$ cat config.mk
export PLATFORM = sky130hd
export DESIGN_NAME = dmi_harness_top
export DESIGN_NICKNAME = d
export VERILOG_FILES = /design/src/hdl/dmi_pkg.sv /design/src/hdl/dmi_if.sv /design/src/hdl/debug_req_gate.sv /design/src/hdl/dmi_data_ram.sv /design/src/hdl/dmi_harness_top.sv /design/src/hdl/dmi_source_mux.sv /design/src/hdl/dmi_target.sv
export SDC_FILE = /design/constraint.sdc
export NUM_CORES = 1
export LEC_CHECK = 0
export BUFFER_PORTS_ARGS = -buffer_cell sky130_fd_sc_hd__buf_4
export CAP_MARGIN = 20
export CORE_AREA = 2 2 296 298
export DETAILED_ROUTE_END_ITERATION = 8
export DIE_AREA = 0 0 298 300
export HOLD_SLACK_MARGIN = 0.06
export SYNTH_ARGS = -nofsm -noshare
export SYNTH_HDL_FRONTEND = slang
export SYNTH_SLANG_ARGS = --single-unit
export TNS_END_PERCENT = 5
$ cat constraint.sdc
create_clock -name clk_i -period 4 [get_ports clk_i]
set_input_delay 0.8 -clock clk_i [delete_from_list [all_inputs] [get_ports clk_i]]
set_output_delay 0.8 -clock clk_i [all_outputs]
set_load 0.01 [all_outputs]
$ cat src/hdl/dmi_pkg.sv
// DMI definitions
`default_nettype none

package dmi_pkg;

  // ----------------------------------------------------------------------
  // Widths
  // ----------------------------------------------------------------------
  localparam int unsigned DMI_ADDR_W = 7;
  localparam int unsigned DMI_DATA_W = 32;

  // Request operation, code 3 is reserved
  typedef enum logic [1:0] {
    OP_NOP   = 2'd0,
    OP_READ  = 2'd1,
    OP_WRITE = 2'd2
  } dtm_op_e;

  // Response code
  typedef enum logic [1:0] {
    RESP_SUCCESS = 2'd0,
    RESP_FAILED  = 2'd2
  } dmi_resp_e;

  // ----------------------------------------------------------------------
  // Address map
  // ----------------------------------------------------------------------
  localparam logic [DMI_ADDR_W-1:0] DMCONTROL_ADDR = 7'h10;
  localparam logic [DMI_ADDR_W-1:0] DATA_BASE_ADDR = 7'h20;
  localparam int unsigned           DATA_WORDS     = 16;
  localparam int unsigned           DATA_IDX_W     = $clog2(DATA_WORDS);

  // Debug control register layout
  typedef struct packed {
    logic        haltreq;
    logic [29:0] reserved;
    logic        dmactive;
  } dmcontrol_t;

  // One DMI word, either buffer data or control fields
  typedef union packed {
    logic [DMI_DATA_W-1:0] raw;
    dmcontrol_t            ctrl;
  } dmi_word_u;

  // Hold-off before a halt request may reach the core
  localparam int unsigned DELAY_CYCLES_DEFAULT = 500;

endpackage

`default_nettype wire

$ cat src/hdl/dmi_if.sv
// DMI channel interface
`timescale 1ns/100ps
`default_nettype none

interface dmi_if;

  // Request channel
  logic                              req_valid;
  logic                              req_ready;
  logic [dmi_pkg::DMI_ADDR_W-1:0]    req_addr;
  dmi_pkg::dtm_op_e                  req_op;
  logic [dmi_pkg::DMI_DATA_W-1:0]    req_data;

  // Response channel
  logic                              resp_valid;
  logic                              resp_ready;
  logic [dmi_pkg::DMI_DATA_W-1:0]    resp_data;
  dmi_pkg::dmi_resp_e                resp_code;

  // Request source side
  modport master (
    output req_valid,
    output req_addr,
    output req_op,
    output req_data,
    output resp_ready,
    input  req_ready,
    input  resp_valid,
    input  resp_data,
    input  resp_code
  );

  // Debug target side
  modport slave (
    input  req_valid,
    input  req_addr,
    input  req_op,
    input  req_data,
    input  resp_ready,
    output req_ready,
    output resp_valid,
    output resp_data,
    output resp_code
  );

endinterface

`default_nettype wire

$ cat src/hdl/debug_req_gate.sv
// Startup halt request gate
`timescale 1ns/100ps
`default_nettype none

module debug_req_gate #(
  parameter int unsigned DelayCycles = dmi_pkg::DELAY_CYCLES_DEFAULT
) (
  input  logic clk_i,
  input  logic rst_ni,
  input  logic haltreq_i,
  output logic debug_req_o
);

  // At least one bit, even with no hold-off
  localparam int unsigned CntW = (DelayCycles > 0) ? $clog2(DelayCycles + 1) : 1;

  logic [CntW-1:0] cnt_q;
  logic            expired;

  assign expired = (cnt_q == '0);

  // Gives boot code time to run before debug can halt the core
  always_ff @(posedge clk_i or negedge rst_ni) begin
    if (!rst_ni) begin
      cnt_q <= CntW'(DelayCycles);
    end else if (!expired) begin
      cnt_q <= cnt_q - 1'b1;
    end
  end

  assign debug_req_o = haltreq_i & expired;

endmodule

`default_nettype wire

$ cat src/hdl/dmi_data_ram.sv
// Debug data buffer RAM
`timescale 1ns/100ps
`default_nettype none

module dmi_data_ram (
  input  logic                            clk_i,
  input  logic                            req_i,
  input  logic                            we_i,
  input  logic [dmi_pkg::DATA_IDX_W-1:0]  addr_i,
  input  logic [dmi_pkg::DMI_DATA_W-1:0]  wdata_i,
  output logic [dmi_pkg::DMI_DATA_W-1:0]  rdata_o
);

  logic [dmi_pkg::DMI_DATA_W-1:0] mem_q [dmi_pkg::DATA_WORDS];
  logic [dmi_pkg::DMI_DATA_W-1:0] rdata_q;

  // Read data only changes on a read, so it holds under back-pressure
  always_ff @(posedge clk_i) begin
    if (req_i) begin
      if (we_i) begin
        mem_q[addr_i] <= wdata_i;
      end else begin
        rdata_q <= mem_q[addr_i];
      end
    end
  end

  assign rdata_o = rdata_q;

endmodule

`default_nettype wire

$ cat src/hdl/dmi_harness_top.sv
// DMI debug harness top
`timescale 1ns/100ps
`default_nettype none

module dmi_harness_top #(
  parameter int unsigned DelayCycles = dmi_pkg::DELAY_CYCLES_DEFAULT
) (
  input  logic                            clk_i,
  input  logic                            rst_ni,
  input  logic                            sel_jtag_i,

  // JTAG side source
  input  logic                            jtag_req_valid_i,
  input  logic [dmi_pkg::DMI_ADDR_W-1:0]  jtag_req_addr_i,
  input  logic [1:0]                      jtag_req_op_i,
  input  logic [dmi_pkg::DMI_DATA_W-1:0]  jtag_req_data_i,
  output logic                            jtag_req_ready_o,
  output logic                            jtag_resp_valid_o,
  output logic [dmi_pkg::DMI_DATA_W-1:0]  jtag_resp_data_o,
  output logic [1:0]                      jtag_resp_code_o,
  input  logic                            jtag_resp_ready_i,

  // Simulated DTM side source
  input  logic                            dtm_req_valid_i,
  input  logic [dmi_pkg::DMI_ADDR_W-1:0]  dtm_req_addr_i,
  input  logic [1:0]                      dtm_req_op_i,
  input  logic [dmi_pkg::DMI_DATA_W-1:0]  dtm_req_data_i,
  output logic                            dtm_req_ready_o,
  output logic                            dtm_resp_valid_o,
  output logic [dmi_pkg::DMI_DATA_W-1:0]  dtm_resp_data_o,
  output logic [1:0]                      dtm_resp_code_o,
  input  logic                            dtm_resp_ready_i,

  output logic                            dmactive_o,
  output logic                            debug_req_o
);

  logic haltreq;

  dmi_if jtag_dmi ();
  dmi_if dtm_dmi ();
  dmi_if tgt_dmi ();

  // ----------------------------------------------------------------------
  // Port to channel wiring
  // ----------------------------------------------------------------------
  assign jtag_dmi.req_valid  = jtag_req_valid_i;
  assign jtag_dmi.req_addr   = jtag_req_addr_i;
  assign jtag_dmi.req_op     = dmi_pkg::dtm_op_e'(jtag_req_op_i);
  assign jtag_dmi.req_data   = jtag_req_data_i;
  assign jtag_dmi.resp_ready = jtag_resp_ready_i;
  assign jtag_req_ready_o    = jtag_dmi.req_ready;
  assign jtag_resp_valid_o   = jtag_dmi.resp_valid;
  assign jtag_resp_data_o    = jtag_dmi.resp_data;
  assign jtag_resp_code_o    = jtag_dmi.resp_code;

  assign dtm_dmi.req_valid   = dtm_req_valid_i;
  assign dtm_dmi.req_addr    = dtm_req_addr_i;
  assign dtm_dmi.req_op      = dmi_pkg::dtm_op_e'(dtm_req_op_i);
  assign dtm_dmi.req_data    = dtm_req_data_i;
  assign dtm_dmi.resp_ready  = dtm_resp_ready_i;
  assign dtm_req_ready_o     = dtm_dmi.req_ready;
  assign dtm_resp_valid_o    = dtm_dmi.resp_valid;
  assign dtm_resp_data_o     = dtm_dmi.resp_data;
  assign dtm_resp_code_o     = dtm_dmi.resp_code;

  // ----------------------------------------------------------------------
  // Debug path
  // ----------------------------------------------------------------------
  dmi_source_mux i_dmi_source_mux (
    .sel_jtag_i ( sel_jtag_i ),
    .jtag_s     ( jtag_dmi   ),
    .dtm_s      ( dtm_dmi    ),
    .tgt_m      ( tgt_dmi    )
  );

  dmi_target i_dmi_target (
    .clk_i      ( clk_i      ),
    .rst_ni     ( rst_ni     ),
    .dmi_s      ( tgt_dmi    ),
    .haltreq_o  ( haltreq    ),
    .dmactive_o ( dmactive_o )
  );

  debug_req_gate #(
    .DelayCycles ( DelayCycles )
  ) i_debug_req_gate (
    .clk_i       ( clk_i       ),
    .rst_ni      ( rst_ni      ),
    .haltreq_i   ( haltreq     ),
    .debug_req_o ( debug_req_o )
  );

endmodule

`default_nettype wire

$ cat src/hdl/dmi_source_mux.sv
// DMI request source selection
`timescale 1ns/100ps
`default_nettype none

module dmi_source_mux (
  input  logic sel_jtag_i,
  dmi_if.slave jtag_s,
  dmi_if.slave dtm_s,
  dmi_if.master tgt_m
);

  // ----------------------------------------------------------------------
  // Source to target
  // ----------------------------------------------------------------------
  assign tgt_m.req_valid  = sel_jtag_i ? jtag_s.req_valid  : dtm_s.req_valid;
  assign tgt_m.req_addr   = sel_jtag_i ? jtag_s.req_addr   : dtm_s.req_addr;
  assign tgt_m.req_op     = sel_jtag_i ? jtag_s.req_op     : dtm_s.req_op;
  assign tgt_m.req_data   = sel_jtag_i ? jtag_s.req_data   : dtm_s.req_data;
  assign tgt_m.resp_ready = sel_jtag_i ? jtag_s.resp_ready : dtm_s.resp_ready;

  // ----------------------------------------------------------------------
  // Target to JTAG side
  // ----------------------------------------------------------------------
  // Ready and response only reach the selected source
  assign jtag_s.req_ready  = sel_jtag_i & tgt_m.req_ready;
  assign jtag_s.resp_valid = sel_jtag_i & tgt_m.resp_valid;
  assign jtag_s.resp_data  = sel_jtag_i ? tgt_m.resp_data : '0;
  assign jtag_s.resp_code  = sel_jtag_i ? tgt_m.resp_code : dmi_pkg::RESP_SUCCESS;

  // ----------------------------------------------------------------------
  // Target to DTM side
  // ----------------------------------------------------------------------
  assign dtm_s.req_ready  = ~sel_jtag_i & tgt_m.req_ready;
  assign dtm_s.resp_valid = ~sel_jtag_i & tgt_m.resp_valid;
  assign dtm_s.resp_data  = sel_jtag_i ? '0 : tgt_m.resp_data;
  assign dtm_s.resp_code  = sel_jtag_i ? dmi_pkg::RESP_SUCCESS : tgt_m.resp_code;

endmodule

`default_nettype wire

$ cat src/hdl/dmi_target.sv
// Debug register block
`timescale 1ns/100ps
`default_nettype none

module dmi_target (
  input  logic  clk_i,
  input  logic  rst_ni,
  dmi_if.slave  dmi_s,
  output logic  haltreq_o,
  output logic  dmactive_o
);

  logic                               accept;
  logic                               resp_done;
  logic                               pending_q;
  logic                               pending_d;
  logic                               req_ready_q;
  logic                               sel_ram_q;
  logic                               haltreq_q;
  logic                               dmactive_q;
  logic [dmi_pkg::DMI_ADDR_W-1:0]     buf_off;
  logic                               ctrl_hit;
  logic                               buf_hit;
  logic                               ram_rd;
  logic                               ram_wr;
  logic                               ctrl_wr;
  logic [dmi_pkg::DMI_DATA_W-1:0]     resp_data_d;
  logic [dmi_pkg::DMI_DATA_W-1:0]     resp_data_q;
  dmi_pkg::dmi_resp_e                 resp_code_d;
  dmi_pkg::dmi_resp_e                 resp_code_q;
  logic [dmi_pkg::DMI_DATA_W-1:0]     ram_rdata;
  dmi_pkg::dmi_word_u                 wr_word;
  dmi_pkg::dmi_word_u                 rd_word;

  // ----------------------------------------------------------------------
  // Handshake
  // ----------------------------------------------------------------------
  assign accept    = dmi_s.req_valid & req_ready_q;
  assign resp_done = pending_q & dmi_s.resp_ready;

  // One item in flight, accept and completion never coincide
  assign pending_d = accept | (pending_q & ~resp_done);

  // ----------------------------------------------------------------------
  // Decode
  // ----------------------------------------------------------------------
  // Wraps for addresses below the base, so a single compare is enough
  assign buf_off  = dmi_s.req_addr - dmi_pkg::DATA_BASE_ADDR;
  assign buf_hit  = (buf_off < dmi_pkg::DATA_WORDS);
  assign ctrl_hit = (dmi_s.req_addr == dmi_pkg::DMCONTROL_ADDR);

  // Same word seen as control fields
  assign wr_word.raw  = dmi_s.req_data;
  assign rd_word.ctrl = '{haltreq: haltreq_q, reserved: '0, dmactive: dmactive_q};

  always_comb begin
    resp_code_d = dmi_pkg::RESP_SUCCESS;
    resp_data_d = '0;
    ram_rd      = 1'b0;
    ram_wr      = 1'b0;
    ctrl_wr     = 1'b0;
    case (dmi_s.req_op)
      dmi_pkg::OP_NOP: begin
      end
      dmi_pkg::OP_READ: begin
        if (ctrl_hit) begin
          resp_data_d = rd_word.raw;
        end else if (buf_hit) begin
          ram_rd = 1'b1;
        end else begin
          resp_code_d = dmi_pkg::RESP_FAILED;
        end
      end
      dmi_pkg::OP_WRITE: begin
        if (ctrl_hit) begin
          ctrl_wr = 1'b1;
        end else if (buf_hit) begin
          ram_wr = 1'b1;
        end else begin
          resp_code_d = dmi_pkg::RESP_FAILED;
        end
      end
      default: resp_code_d = dmi_pkg::RESP_FAILED;
    endcase
  end

  dmi_data_ram i_dmi_data_ram (
    .clk_i   ( clk_i                                ),
    .req_i   ( accept & (ram_rd | ram_wr)           ),
    .we_i    ( ram_wr                               ),
    .addr_i  ( buf_off[dmi_pkg::DATA_IDX_W-1:0]     ),
    .wdata_i ( dmi_s.req_data                       ),
    .rdata_o ( ram_rdata                            )
  );

  // ----------------------------------------------------------------------
  // State
  // ----------------------------------------------------------------------
  always_ff @(posedge clk_i or negedge rst_ni) begin
    if (!rst_ni) begin
      pending_q   <= 1'b0;
      req_ready_q <= 1'b0;
      sel_ram_q   <= 1'b0;
      haltreq_q   <= 1'b0;
      dmactive_q  <= 1'b0;
    end else begin
      pending_q   <= pending_d;
      req_ready_q <= ~pending_d;
      if (accept) begin
        sel_ram_q <= ram_rd;
      end
      if (accept && ctrl_wr) begin
        haltreq_q  <= wr_word.ctrl.haltreq;
        dmactive_q <= wr_word.ctrl.dmactive;
      end
    end
  end

  // Response payload
  always_ff @(posedge clk_i) begin
    if (accept) begin
      resp_data_q <= resp_data_d;
      resp_code_q <= resp_code_d;
    end
  end

  assign dmi_s.req_ready  = req_ready_q;
  assign dmi_s.resp_valid = pending_q;
  assign dmi_s.resp_data  = sel_ram_q ? ram_rdata : resp_data_q;
  assign dmi_s.resp_code  = resp_code_q;

  assign haltreq_o  = haltreq_q;
  assign dmactive_o = dmactive_q;

endmodule

`default_nettype wire

# Word level (Yosys, flattened, before mapping)
# Memories as Yosys holds them, arrays and structs flattened. A register that Yosys moved wholly into a read port is not among the register bits.
# Cells that the tools add are included.
[totals]
ff_bits = 48
ram_bits = 512
inputBits = 89
mem_count = 1
[mem_list]
columns = ["memory", "depth", "word_bits", "rd", "rd_ports_with_merged_regs", "wr", "line_no", "source"]
rows = [
  ["i_dmi_target.i_dmi_data_ram.mem_q", 16, 32, 1, 1, 1, "dmi_data_ram.sv:14", "logic [dmi_pkg::DMI_DATA_W-1:0] mem_q [dmi_pkg::DATA_WORDS];"],
]
[op_classes]
addsub = 2
magnitude_cmp = 1
n_eq_ne = 3
mux = 22
bitwise = 15
reduce_logical = 6
[ops]
columns = ["operator", "n"]
rows = [
  ["two-way mux 32 bit", 4],
  ["two-way mux 1 bit", 11],
  ["two-way mux 2 bit", 5],
  ["bitwise AND 1 bit", 9],
  ["logical NOT 9 bit", 1],
  ["subtractor 9 x 1 -> 9 bit (second input constant)", 1],
  ["== test 7 x 5 -> 1 bit (second input constant)", 1],
  ["< comparator 7 x 5 -> 1 bit (second input constant)", 1],
  ["two-way mux 7 bit", 1],
  ["subtractor 7 x 6 -> 7 bit (second input constant)", 1],
  ["NOT 1 bit", 4],
  ["case mux 2 bit (2 select lines)", 1],
  ["AND reduction 2 bit", 2],
  ["== test 2 x 1 -> 1 bit (second input constant)", 1],
  ["== test 2 bit (second input constant)", 1],
  ["logical NOT 2 bit", 1],
  ["OR 1 bit", 2],
  ["OR reduction 2 bit", 1],
  ["logical AND 1 bit", 1],
]

# Depth between registers and ports, before layout
[logic_depth]
ltp_word = 10
ltp_mapped = 10
mapped_depth_nobuf = 6

# Modules after synthesis
# From an unflattened synthesis, not the netlist that was laid out.
[hier_totals]
cells_unflattened = 1085
hier_area_um2 = 22546.6
[modules_own_cells]
columns = ["module", "n_inst", "cells_each", "area_per_inst_um2"]
rows = [
  ["dmi_data_ram", 1, 844, 20216.9],
  ["dmi_source_mux", 1, 128, 1223.7],
  ["dmi_target", 1, 74, 661.9],
  ["debug_req_gate", 1, 39, 444.2],
]

# Worst setup path after synthesis
# No wires, ideal clock.
[synth_timing]
path_type = "input to register"
from = "input sel_jtag_i"
to = "register i_dmi_target.i_dmi_data_ram.rdata_q, in the netlist i_dmi_target.i_dmi_data_ram.rdata_o[0] (read register of i_dmi_target.i_dmi_data_ram.mem_q) (enable)"
t_arrival_ps = 4396
required_time_ps = 3539
path_slack_ps = -857
path_stages = 8
path_cell_list = "buf_2 buf_6 buf_2 clkbuf_1 mux2i_1 inv_1 ha_1 nor3_1"
[synth_between]
elab_chain_cells = 9
[synth_rtl]
columns = ["element", "line_no", "source"]
rows = [
  ["start, declared", "dmi_harness_top.sv:10", "input logic sel_jtag_i,"],
  ["two-way mux 7 bit", "dmi_source_mux.sv:16", "assign tgt_m.req_addr = sel_jtag_i ? jtag_s.req_addr : dtm_s.req_addr;"],
  ["subtractor 7 x 6 -> 7 bit", "dmi_target.sv:48", "assign buf_off = dmi_s.req_addr - dmi_pkg::DATA_BASE_ADDR;"],
  ["< comparator 7 x 5 -> 1 bit", "dmi_target.sv:49", "assign buf_hit = (buf_off < dmi_pkg::DATA_WORDS);"],
  ["two-way mux 1 bit", "dmi_target.sv:68, dmi_target.sv:77", ""],
  ["two-way mux 1 bit", "dmi_target.sv:75", "if (ctrl_hit) begin"],
  ["two-way mux 1 bit", "dmi_target.sv:62", "case (dmi_s.req_op)"],
  ["OR 1 bit", "dmi_target.sv:89", ".req_i ( accept & (ram_rd | ram_wr) ),"],
  ["bitwise AND 1 bit", "dmi_target.sv:89", ""],
  ["AND reduction 2 bit (no source line)", "--", ""],
  ["end, declared", "dmi_data_ram.sv:15", "logic [dmi_pkg::DMI_DATA_W-1:0] rdata_q;"],
]
# Parallel ways exist; a longest one is shown, timed or not.
# A chain may end at the register's enable or synchronous reset.

# Worst setup path in the final report
[layout_timing]
from = "register i_debug_req_gate.cnt_q[5]"
to = "output debug_req_o"
[layout_between]
elab_chain_cells = 2
[layout_rtl]
columns = ["element", "line_no", "source"]
rows = [
  ["start, declared", "debug_req_gate.sv:17", "logic [CntW-1:0] cnt_q;"],
  ["start signal, assigned", "debug_req_gate.sv:25", "cnt_q <= CntW'(DelayCycles);"],
  ["start signal, assigned", "debug_req_gate.sv:27", "cnt_q <= cnt_q - 1'b1;"],
  ["logical NOT 9 bit", "debug_req_gate.sv:20", "assign expired = (cnt_q == '0);"],
  ["bitwise AND 1 bit", "debug_req_gate.sv:31", "assign debug_req_o = haltreq_i & expired;"],
  ["end, declared", "dmi_harness_top.sv:35", "output logic debug_req_o"],
]
# No other way between the ends.

==> qor.yml <==
floorplan:
  core_um2: 86200
  pin_count: 163
  die_area_um2: 89400
  rows: 108
  die_h_um: 300
  die_width_um: 298
  initial_utilization: 0.299
yosys:
  syn_area_um2: 25700
  yosysWarnings: 0
  synth_top_area_frac: 0.638
  synth-seq-cells: 561
  synthCells: 1933
  yosys-top-cells-area: "edfxtp_1 64%, mux4_2 5.6%, o32ai_1 4.4%, nand2_1 3.9%, nand2b_1 3.3%"
  yosysTopAreaCell: "edfxtp_1"
  syn_avg_cell_area_um2: 13.3
  synth_seq_area_share: 0.652
  ys_types: 51
clock_network:
  cts_buffers: 54
  root_buffer: "clkbuf_16"
  clk_latency_ns: 0.63
  clock-sinks: 561
  post-cts-setup-buffers: 0
  tritoncts: "built"
  cts_buffer_depth: 3
  clkTransAtPathRegs_ns: 0.06
  h-tree-depth: 2
timing:
  finClkSkew_ns: 0.0283
  period_share: 0.812
  maxSlewViolCount: 0
  hold_viol: 0
  fmax_ghz: 0.308
  tightest_slew_ns: 1.22
  fin_tns_setup_ns: 0
  grt_setup_unrepaired: "false"
  timing.final.crit_period_ns: 3.25
  maxSlewHeadroom: 0.187
  setup_viol: 0
finish:
  fin_cells: 3262
  layout-drive-gt1-share: 0.215
  area_growth_pct: 18.6
  seq_area_um2: 16800
  fill_cells: 8280
  design_area_um2: 30500
  diodes: 0
  multiInputGateArea_um2: 7920
  final_common_cell: "edfxtp_1"
  nNetsFinal: 2158
  layout_common_cells: "547 x edfxtp_1, 264 x nand2_1, 220 x buf_4, 139 x inv_1, 132 x nand2b_1"
power:
  p_per_area_nw_per_um2: 423
  p_leak_nw: 10.5
  max-vdd-ir-drop_v: 0.000311
setup_path:
  crit_start: "i_debug_req_gate.cnt_q[5]"
  cp_max_fo: 5
  crit_required_ns: 3.20
  rrSetupSlack_ns: 1.49
  reg2reg_from: "i_dmi_target.dmi_s.req_ready"
  r2r_cells: 5
  r2r-end: "i_dmi_target.i_dmi_data_ram.mem_q[9][20]"
  critPathCapture: "debug_req_o"
  end_kind: "output pin"
  crit_arrival_ns: 2.45
  startpoint_type: "flip-flop"
  crit_type: "flip-flop to output pin"
global_route:
  grt_pass1_vias: 17100
  grt_pass1_wl_um: 108000
  grt_max_degree: 129
  antenna_found_initial: 2
  grt_usage: 0.158
  overflow: 0
outcome:
  status: "complete, no violations"
drt:
  route.vias.total: 17200
  wire_per_inst_um: 22.2
  via_per_inst: 5.28
  drt_iter0_drc: 1630
  ant_nets: 0
  drt-total-wl_um: 72400
  dr.pass1.iters: 5
  drc: 0
hold_path:
  hp-class: "flip-flop to flip-flop"
place:
  place_area_um2: 28700
  dp_cells: 3162
  port_buffers: 160
  place.gp.congestion: 0.773
  dpl.hpwl_um: 43200
run:
  maxCapViolations: 0
-- sequential cells by signal, summed over array words and instances (netlist names) --
signal	cells
i_dmi_target.i_dmi_data_ram.mem_q	512
i_dmi_target.i_dmi_data_ram.rdata_o	32
i_debug_req_gate.cnt_q	9
i_dmi_target.resp_data_q	2
i_dmi_target.dmactive_o	1
i_dmi_target.dmi_s.req_ready	1
i_dmi_target.dmi_s.resp_code	1
i_dmi_target.dmi_s.resp_valid	1
i_dmi_target.haltreq_o	1
i_dmi_target.sel_ram_q	1
-- layer usage --
metal	vias up	global-route usage	wire length, um
met2	672	0.264	35000
met4	0	0.0645	2830
met1	8773	0.207	29700
li1	7657	-	-
met5	-	0	0
met3	132	0.0228	4860
-- how the worst min path moves through the flow --
stage,cells after the start,slack [ns],to,startpoint
after detailed placement,1,0.49,i_debug_req_gate.cnt_q[0],i_debug_req_gate.cnt_q[0]
final,1,0.50,i_debug_req_gate.cnt_q[5],i_debug_req_gate.cnt_q[5]
after CTS,3,0.49,i_dmi_target.dmi_s.resp_valid,jtag_resp_ready_i
after global placement,1,0.48,i_debug_req_gate.cnt_q[5],i_debug_req_gate.cnt_q[5]
after global routing,3,0.51,i_dmi_target.dmi_s.resp_valid,jtag_resp_ready_i
after floorplan,1,0.47,i_debug_req_gate.cnt_q[0],i_debug_req_gate.cnt_q[0]
-- worst max-delay path, cell delays in order, from the launching register on --
cell and delay, ns:
dfstp_2 0.39, or4_4 0.57, nor4_1 0.54, and2_1 0.23
buf_4 0.12
-- timing repair --
item	CTS	global route
hold endpoints to repair	8	0
setup endpoints to repair	0	0
hold buffers	1	0
resized for setup	0	0
-- cell type report --
cell class | instances | area share
inverters | 139 | 0.0171
clock inverters | 34 | 0.0146
flip-flops and latches | 561 | 0.550
multi-input cells | 1069 | 0.260
clock buffers | 65 | 0.0456
repair buffers | 239 | 0.0657
well taps | 1155 | 0.0474
-- synth_stat cells, drive strengths merged --
library cell and count:
a32oi 1, mux4 64, dfrtp 8, buf 58, xnor2 3, a21o 1, ha 5, or4b 1
nand2 265, or2 1, o22ai 130, mux2i 7, o22a 1, nor3 6, nand4 34, inv 139
o311ai 1, o32ai 128, o41ai 64, or3 1, nor3b 2, a21oi 1, conb 1, or4 1
o21ai 68, nand2b 134, o31a 1, o2bb2ai 2, nor2 19, clkbuf 107, mux2 36, edfxtp 547
nand3 2, dfstp 6, nor4 3, a211oi 1, a32o 1, and3b 2, xor2 3, or3b 1
nand3b 1, and2 33, nor2b 11, and3 32
-- power by group --
| part | internal, mW | switching, mW |
|---|---|---|
| Sequential | 6.51 | 0.00834 |
| Clock | 3.08 | 2.25 |
| Combinational | 0.388 | 0.656 |
-- cell families after synthesis --
family | after synthesis | synth area share
flops | 561 | 0.652
simple gates | 549 | 0.107
compound gates | 400 | 0.114
buf+inv | 304 | 0.0485
mux | 107 | 0.0746
xor+xnor | 6 | 0.00204
fa+ha+maj | 5 | 0.00243
other cells | 1 | 0.000146
-- through the flow --
step,setup WS [ns],hold WS (ns),utilization,power [mW]
6_report,0.751,0.505,0.354,12.9
5_1_grt,0.512,0.511,0.354,13.3
4_1_cts,0.727,0.485,0.354,13.0
3_5_place_dp,0.342,0.494,0.333,7.70
3_3_place_gp,0.355,0.483,0.333,7.67
2_1_floorplan,-0.392,0.468,-,7.29
No activity file was read; power rests on OpenSTA's default activity.
